### config.mk
export PLATFORM = sky130hd
export DESIGN_NAME = ifu_subsys
export DESIGN_NICKNAME = d
export VERILOG_FILES = /design/src/hw/npc_pkg.sv /design/src/hw/ifu_pc_reg.sv /design/src/hw/ifu_fsm.sv /design/src/hw/ifu.sv /design/src/hw/inst_rom.sv /design/src/hw/ifu_subsys.sv
export VERILOG_INCLUDE_DIRS = /design/src /design/src/include
export SDC_FILE = /design/constraint.sdc
export NUM_CORES = 1
export LEC_CHECK = 0
export BUFFER_PORTS_ARGS = -buffer_cell sky130_fd_sc_hd__clkbuf_2
export CAP_MARGIN = 20
export CORE_AREA = 2 2 111 113
export DETAILED_ROUTE_END_ITERATION = 8
export DIE_AREA = 0 0 113 115
export GPL_TIMING_DRIVEN = 0
export PLACE_DENSITY = 0.82
export SLEW_MARGIN = 0
export SYNTH_ARGS = -nofsm -noshare
export SYNTH_HDL_FRONTEND = slang
export SYNTH_SLANG_ARGS = --single-unit
### constraint.sdc
create_clock -name clock -period 2.5 [get_ports clock]
set_input_delay 0 -clock clock [delete_from_list [all_inputs] [get_ports clock]]
set_output_delay 0 -clock clock [all_outputs]
set_load 0.1 [all_outputs]
### src/include/npc_defs.svh
`ifndef NPC_DEFS_SVH
`define NPC_DEFS_SVH

// ----------------------------------------------------------------------
// core datapath
// ----------------------------------------------------------------------
`define NPC_DATA_W      32
`define NPC_ADDR_W      32
`define NPC_RESET_PC    32'h0000_0000

// ----------------------------------------------------------------------
// instruction memory
// ----------------------------------------------------------------------
`define ROM_DEPTH       16
`define ROM_AR_WAIT     2
// must be at least 1.
`define ROM_R_WAIT      3

// ----------------------------------------------------------------------
// axi read attributes
// ----------------------------------------------------------------------
`define AXI_ID_W        4
`define IFU_AXI_ID      4'h1
`define AXI_SIZE_WORD   3'b010
`define AXI_BURST_INCR  2'b01
`define AXI_RESP_OKAY   2'b00
`define AXI_RESP_SLVERR 2'b10

`endif

### src/inst.hex
// one 32-bit instruction word per line, word index 0 first.
// word n holds addi x(n+1), x0, n+1.
00100093
00200113
00300193
00400213
00500293
00600313
00700393
00800413
00900493
00a00513
00b00593
00c00613
00d00693
00e00713
00f00793
01000813

### src/hw/npc_pkg.sv
`include "npc_defs.svh"

package npc_pkg;

  typedef logic [`NPC_ADDR_W-1:0] addr_t;
  typedef logic [`NPC_DATA_W-1:0] word_t;
  typedef logic [`AXI_ID_W-1:0]   axi_id_t;
  typedef logic [1:0]             axi_resp_t;

  // ar channel, master to slave.
  typedef struct packed {
    logic       valid;
    addr_t      addr;
    axi_id_t    id;
    logic [7:0] len;
    logic [2:0] size;
    logic [1:0] burst;
  } ar_req_t;

  // r channel, slave to master.
  typedef struct packed {
    logic      valid;
    word_t     data;
    axi_resp_t resp;
    logic      last;
    axi_id_t   id;
  } r_resp_t;

  // result handed to the next stage.
  typedef struct packed {
    addr_t pc;
    word_t inst;
    logic  err;
  } fetch_t;

  typedef enum logic [1:0] {
    IDLE,
    ADDR,
    DATA,
    HOLD
  } ifu_state_e;

endpackage

### src/hw/ifu_pc_reg.sv
`include "npc_defs.svh"

module ifu_pc_reg (
  input  logic             clock,
  input  logic             rst_n_i,
  input  logic             pc_we_i,
  input  logic             res_we_i,
  input  logic             branch_en_i,
  input  npc_pkg::addr_t   dnpc_i,
  input  npc_pkg::r_resp_t r_i,
  output npc_pkg::addr_t   pc_o,
  output npc_pkg::fetch_t  fetch_o
);

  npc_pkg::addr_t  pc_q;
  npc_pkg::addr_t  snpc_q;
  npc_pkg::addr_t  next_pc;
  npc_pkg::fetch_t fetch_q;

  // branch target wins over the sequential address.
  assign next_pc = branch_en_i ? dnpc_i : snpc_q;

  always_ff @(posedge clock or negedge rst_n_i) begin
    if (!rst_n_i) begin
      pc_q   <= `NPC_RESET_PC;
      snpc_q <= `NPC_RESET_PC;
    end else if (pc_we_i) begin
      pc_q   <= next_pc;
      snpc_q <= next_pc + npc_pkg::addr_t'(4);
    end
  end

  // ----------------------------------------------------------------------
  // fetch result
  // ----------------------------------------------------------------------
  always_ff @(posedge clock) begin
    if (res_we_i) begin
      fetch_q.pc   <= pc_q;
      fetch_q.inst <= r_i.data;
      fetch_q.err  <= (r_i.resp != `AXI_RESP_OKAY);
    end
  end

  assign pc_o    = pc_q;
  assign fetch_o = fetch_q;

endmodule

### src/hw/ifu_fsm.sv
module ifu_fsm (
  input  logic clock,
  input  logic rst_n_i,
  input  logic valid_pre_i,
  output logic ready_pre_o,
  output logic valid_post_o,
  input  logic ready_post_i,
  input  logic arready_i,
  output logic arvalid_o,
  input  logic rvalid_i,
  input  logic rlast_i,
  output logic rready_o,
  output logic pc_we_o,
  output logic res_we_o
);

  npc_pkg::ifu_state_e state_q;
  npc_pkg::ifu_state_e state_d;

  always_ff @(posedge clock or negedge rst_n_i) begin
    if (!rst_n_i) begin
      state_q <= npc_pkg::IDLE;
    end else begin
      state_q <= state_d;
    end
  end

  // ----------------------------------------------------------------------
  // next state
  // ----------------------------------------------------------------------
  always_comb begin
    state_d = state_q;
    unique case (state_q)
      npc_pkg::IDLE: begin
        if (valid_pre_i) begin
          state_d = npc_pkg::ADDR;
        end
      end
      npc_pkg::ADDR: begin
        if (arready_i) begin
          state_d = npc_pkg::DATA;
        end
      end
      npc_pkg::DATA: begin
        // single beat, but wait for last anyway.
        if (rvalid_i && rlast_i) begin
          state_d = npc_pkg::HOLD;
        end
      end
      npc_pkg::HOLD: begin
        if (ready_post_i) begin
          state_d = npc_pkg::IDLE;
        end
      end
      default: begin
        state_d = npc_pkg::IDLE;
      end
    endcase
  end

  // ----------------------------------------------------------------------
  // outputs
  // ----------------------------------------------------------------------
  assign ready_pre_o  = (state_q == npc_pkg::IDLE);
  assign arvalid_o    = (state_q == npc_pkg::ADDR);
  assign rready_o     = (state_q == npc_pkg::DATA);
  assign valid_post_o = (state_q == npc_pkg::HOLD);

  assign pc_we_o  = ready_pre_o && valid_pre_i;
  assign res_we_o = rready_o && rvalid_i && rlast_i;

endmodule

### src/hw/ifu.sv
`include "npc_defs.svh"

module ifu (
  input  logic              clock,
  input  logic              rst_n_i,
  input  logic              valid_pre_i,
  output logic              ready_pre_o,
  output logic              valid_post_o,
  input  logic              ready_post_i,
  input  logic              branch_en_i,
  input  npc_pkg::addr_t    dnpc_i,
  output npc_pkg::fetch_t   fetch_o,
  output npc_pkg::ar_req_t  ar_o,
  input  logic              arready_i,
  input  npc_pkg::r_resp_t  r_i,
  output logic              rready_o
);

  logic           pc_we;
  logic           res_we;
  logic           arvalid;
  npc_pkg::addr_t pc;

  ifu_pc_reg u_ifu_pc_reg (
    .clock       (clock),
    .rst_n_i     (rst_n_i),
    .pc_we_i     (pc_we),
    .res_we_i    (res_we),
    .branch_en_i (branch_en_i),
    .dnpc_i      (dnpc_i),
    .r_i         (r_i),
    .pc_o        (pc),
    .fetch_o     (fetch_o)
  );

  ifu_fsm u_ifu_fsm (
    .clock        (clock),
    .rst_n_i      (rst_n_i),
    .valid_pre_i  (valid_pre_i),
    .ready_pre_o  (ready_pre_o),
    .valid_post_o (valid_post_o),
    .ready_post_i (ready_post_i),
    .arready_i    (arready_i),
    .arvalid_o    (arvalid),
    .rvalid_i     (r_i.valid),
    .rlast_i      (r_i.last),
    .rready_o     (rready_o),
    .pc_we_o      (pc_we),
    .res_we_o     (res_we)
  );

  // one word per read, incrementing.
  always_comb begin
    ar_o.valid = arvalid;
    ar_o.addr  = pc;
    ar_o.id    = `IFU_AXI_ID;
    ar_o.len   = 8'd0;
    ar_o.size  = `AXI_SIZE_WORD;
    ar_o.burst = `AXI_BURST_INCR;
  end

endmodule

### src/hw/inst_rom.sv
`include "npc_defs.svh"

module inst_rom (
  input  logic             clock,
  input  logic             rst_n_i,
  input  npc_pkg::ar_req_t ar_i,
  output logic             arready_o,
  output npc_pkg::r_resp_t r_o,
  input  logic             rready_i
);

  npc_pkg::word_t mem [`ROM_DEPTH];

  logic [$clog2(`ROM_DEPTH)-1:0] idx;
  logic                          in_range;
  logic                          ar_hs;
  logic                          r_hs;
  logic [3:0]                    ar_cnt_q;
  logic [3:0]                    r_cnt_q;
  logic                          r_busy_q;
  npc_pkg::word_t                r_data_q;
  npc_pkg::axi_resp_t            r_resp_q;
  npc_pkg::axi_id_t              r_id_q;

  initial begin
    $readmemh("/design/src/inst.hex", mem);
  end

  assign idx      = ar_i.addr[$clog2(`ROM_DEPTH)+1:2];
  assign in_range = (ar_i.addr >> 2) < `ROM_DEPTH;

  // ----------------------------------------------------------------------
  // address phase
  // ----------------------------------------------------------------------
  // no new address while a response is still pending.
  assign arready_o = ar_i.valid && !r_busy_q && (ar_cnt_q == 4'(`ROM_AR_WAIT));
  assign ar_hs     = ar_i.valid && arready_o;

  always_ff @(posedge clock or negedge rst_n_i) begin
    if (!rst_n_i) begin
      ar_cnt_q <= '0;
    end else if (ar_hs) begin
      ar_cnt_q <= '0;
    end else if (ar_i.valid && ar_cnt_q != 4'(`ROM_AR_WAIT)) begin
      ar_cnt_q <= ar_cnt_q + 4'd1;
    end
  end

  // ----------------------------------------------------------------------
  // data phase
  // ----------------------------------------------------------------------
  assign r_hs = r_o.valid && rready_i;

  always_ff @(posedge clock or negedge rst_n_i) begin
    if (!rst_n_i) begin
      r_busy_q <= 1'b0;
      r_cnt_q  <= '0;
    end else if (ar_hs) begin
      r_busy_q <= 1'b1;
      r_cnt_q  <= 4'd1;
    end else if (r_hs) begin
      r_busy_q <= 1'b0;
      r_cnt_q  <= '0;
    end else if (r_busy_q && r_cnt_q != 4'(`ROM_R_WAIT)) begin
      r_cnt_q <= r_cnt_q + 4'd1;
    end
  end

  // out of range reads return zero.
  always_ff @(posedge clock) begin
    if (ar_hs) begin
      r_id_q <= ar_i.id;
      if (in_range) begin
        r_data_q <= mem[idx];
        r_resp_q <= `AXI_RESP_OKAY;
      end else begin
        r_data_q <= '0;
        r_resp_q <= `AXI_RESP_SLVERR;
      end
    end
  end

  always_comb begin
    r_o.valid = r_busy_q && (r_cnt_q == 4'(`ROM_R_WAIT));
    r_o.data  = r_data_q;
    r_o.resp  = r_resp_q;
    r_o.last  = 1'b1;
    r_o.id    = r_id_q;
  end

endmodule

### src/hw/ifu_subsys.sv
module ifu_subsys (
  input  logic            clock,
  input  logic            rst_n_i,
  input  logic            valid_pre_i,
  output logic            ready_pre_o,
  output logic            valid_post_o,
  input  logic            ready_post_i,
  input  logic            branch_en_i,
  input  npc_pkg::addr_t  dnpc_i,
  output npc_pkg::fetch_t fetch_o
);

  npc_pkg::ar_req_t ar;
  npc_pkg::r_resp_t r;
  logic             arready;
  logic             rready;

  ifu u_ifu (
    .clock        (clock),
    .rst_n_i      (rst_n_i),
    .valid_pre_i  (valid_pre_i),
    .ready_pre_o  (ready_pre_o),
    .valid_post_o (valid_post_o),
    .ready_post_i (ready_post_i),
    .branch_en_i  (branch_en_i),
    .dnpc_i       (dnpc_i),
    .fetch_o      (fetch_o),
    .ar_o         (ar),
    .arready_i    (arready),
    .r_i          (r),
    .rready_o     (rready)
  );

  inst_rom u_inst_rom (
    .clock     (clock),
    .rst_n_i   (rst_n_i),
    .ar_i      (ar),
    .arready_o (arready),
    .r_o       (r),
    .rready_i  (rready)
  );

endmodule

==> results.ini <==
[status]
status = finished with violations
violations = DRC

[timing]
worstMarginPinSlew_ps = 799
fin_ws_ps = 147
fin_crit_sh = 0.941
period_minus_slack_ps = 2350
setup_violations = 0
report.final.slew_viol_count = 0
rsz0062_at_grt = false
fmax_ghz = 0.425
fin_skew_ps = 13.1
hold_viol = 0
slew_headroom = 0.467

[yosys]
synth_area_sq_um = 5830
synth_cells = 570
synth-seq-cells = 107
ys_warn_count = 0
ys_seq_area_frac = 0.489
synth_cell_type_count = 69
yosys-top-cells-count = nand2_1, dfrtp_1, o21ai_0, buf_4, edfxtp_1
async_flop_share = 0.682
avgSynthCellArea_sq_um = 10.2
yosysMostFrequentCell = nand2_1
synth_edf_count = 34
synth.top_cell.area_share = 0.313
synth.area.top_cells = dfrtp_1, edfxtp_1, nand2_1
ys.flop_type = dfrtp_1
yosysTopAreaCell = dfrtp_1

[cts]
clock_path_buffers = 2
clock_sinks = 107
cts_buffers = 9
cts_tree = built
cts-root-buf = clkbuf_16
clk_pin_slew_ps = 70
clock_latency_ps = 350
htree_levels = 3

[critical_path]
crit_type = in -> reg
crit_required_ps = 2770
r2r_cells = 7
rrSetupSlack_ps = 170
reg2reg_from = u_ifu.u_ifu_pc_reg.snpc_q[10]
r2r_end = u_ifu.u_ifu_pc_reg.snpc_q[22]
cp_max_fo = 19
cp-end-kind = register
arrival_ps = 2630
critPathLaunchType = input port

[power]
ir_drop_mv = 0.434
power_switching_share = 0.406
power_frac_comb = 0.349
pwr-share-seq = 0.438
internal_power_mw = 4.02
power_density_nw_per_um2 = 973
netSwitchingPower_mw = 2.75
p_leak_nw = 3.07
p_total_mw = 6.77
clkPwrFrac = 0.213

[floorplan]
io_pins = 104
die_area_sq_um = 13000
core_area_sq_um = 11800
start_util = 0.494
die_w_microns = 113
die_h_microns = 115
rows = 40

[routing]
wl_microns = 15000
drt_iter0_drc = 564
num_vias = 4805
via_per_inst = 5.69
wl_per_cell_microns = 17.8
drt-pass1-iter-count = 7
drc_errors = 6
final_antenna_net_count = 0

[finish]
post-route-util = 0.589
antenna_cells = 0
fin_area_sq_um = 6960
drive_gt1_frac = 0.228
fin_nets = 739
area_growth_pct = 19.3

[placed_design]
finalWeightedCongestion = 0.941
dpl_cell_area_sq_um = 6530
numPortBuffers = 71
dp_hpwl_microns = 11100
pre_cts_ws_ps = -877

[global_route]
grt-ovfl-total = 0
antenna_found_initial = 0
grt_pass1_wl_microns = 23700
grt_pass1_vias = 4619
grt_max_degree = 56
grt_use_total = 0.234

[job]
cap_violations = 0

[min_path]
holdCritPathClass = in -> reg
hold_end = u_ifu.u_ifu_pc_reg.snpc_q[28]
worstHoldPathCells = 3
hold_start = dnpc_i[28]

[kinds of logic after synthesis]
group | count (synthesis) | synth area share
compound gates | 119 | 0.137
xor+xnor | 28 | 0.0421
fa+ha+maj | 9 | 0.0193
buf+inv | 68 | 0.0745
flops | 107 | 0.489
mux | 28 | 0.0494
other cells | 1 | 0.000643
simple gates | 210 | 0.189
[power groups by stage]
stage / logic, mW / clock network, mW / registers (mW)
final: 2.36 / 1.44 / 2.96
after CTS: 2.34 / 1.46 / 2.94
after global placement: 2.21 / 0 / 2.92
after floorplan: 1.68 / 0 / 2.97
after global routing: 2.57 / 1.54 / 3.04
after detailed placement: 2.32 / 0 / 2.97
[flip-flops by register name (all words and copies together), names as in the netlist]
signal,cells
u_ifu.u_ifu_pc_reg.fetch_o,33
u_ifu.u_ifu_pc_reg.pc_o,32
u_inst_rom.r_busy_q,1
u_ifu.u_ifu_fsm.state_q,2
u_inst_rom.r_cnt_q,4
u_inst_rom.ar_cnt_q,4
u_inst_rom.r_resp_q,1
u_ifu.u_ifu_pc_reg.snpc_q,30
[layout by cell type (no fill, tap or decap), types with 7 or more instances in the layout]
cell type and instances:
nor4_1 10, nor2b_1 11, edfxtp_1 34, clkbuf_1 12, clkbuf_16 9, a21oi_1 20, nand2_1 82, buf_4 39
nand3_1 16, inv_1 9, o21ai_0 48, nand3b_1 8, mux2i_1 22, dlygate4sd3_1 7, clkbuf_2 71, nor2_1 28
nor3_1 14, conb_1 32, xor2_1 12, dfrtp_1 73, xnor2_1 16, ha_1 8
[worst max path at each step]
| stage | endpoint | start |
|---|---|---|
| 6_report | u_ifu.u_ifu_pc_reg.snpc_q[22] | branch_en_i |
| 5_1_grt | u_ifu.u_ifu_pc_reg.snpc_q[30] | branch_en_i |
| 4_1_cts | u_ifu.u_ifu_pc_reg.snpc_q[20] | branch_en_i |
| 3_5_place_dp | u_ifu.u_ifu_pc_reg.snpc_q[20] | branch_en_i |
| 3_3_place_gp | u_ifu.u_ifu_pc_reg.snpc_q[20] | branch_en_i |
| 2_1_floorplan | u_ifu.u_ifu_pc_reg.snpc_q[20] | branch_en_i |
[repair_timing]
action | CTS | global route
gates resized for setup | 3 | 8
hold buffers | 7 | 0
endpoints found under the hold margin | 79 | 0
pin swaps | 0 | 1
buffers inserted | 1 | 4
endpoints found under the setup margin | 11 | 10
[cell type report]
cell class / count / area, sq um
clock inverters: 5 / 61.3
repair buffers: 84 / 493
plain buffers: 56 / 392
well taps: 147 / 184
inverters: 9 / 33.8
clock buffers: 11 / 233
fillers: 1009 / 4850
flip-flops and latches: 107 / 2850
multi-input cells: 426 / 2710
[per-layer routing]
| layer | vias to the layer above | wire length (microns) | global-route usage |
|---|---|---|---|
| met3 | 33 | 1040 | 0.0496 |
| met5 | - | 0 | 0 |
| met2 | 213 | 7090 | 0.379 |
| met1 | 2314 | 6550 | 0.317 |
| li1 | 2245 | - | - |
| met4 | 0 | 352 | 0.0805 |
[through the flow]
step,TNS [ps],instances,hold slack [ps]
after floorplan,-59.5,601,-296
after global placement,-6650,819,195
after detailed placement,-7390,820,-57.5
after CTS,0,843,13.0
after global routing,0,845,48.3
final,0,845,21.2
[critical path: stages]
cell and delay, ps:
clkbuf_2 130, buf_6 170, clkbuf_8 230, buf_4 290, mux2_2 220, ha_1 240, a21boi_4 290, nand4_4 190
buf_4 210, nor3_1 190, mux2_2 360, nor2_1 100
Note: power is estimated with default switching activity, not from simulation.
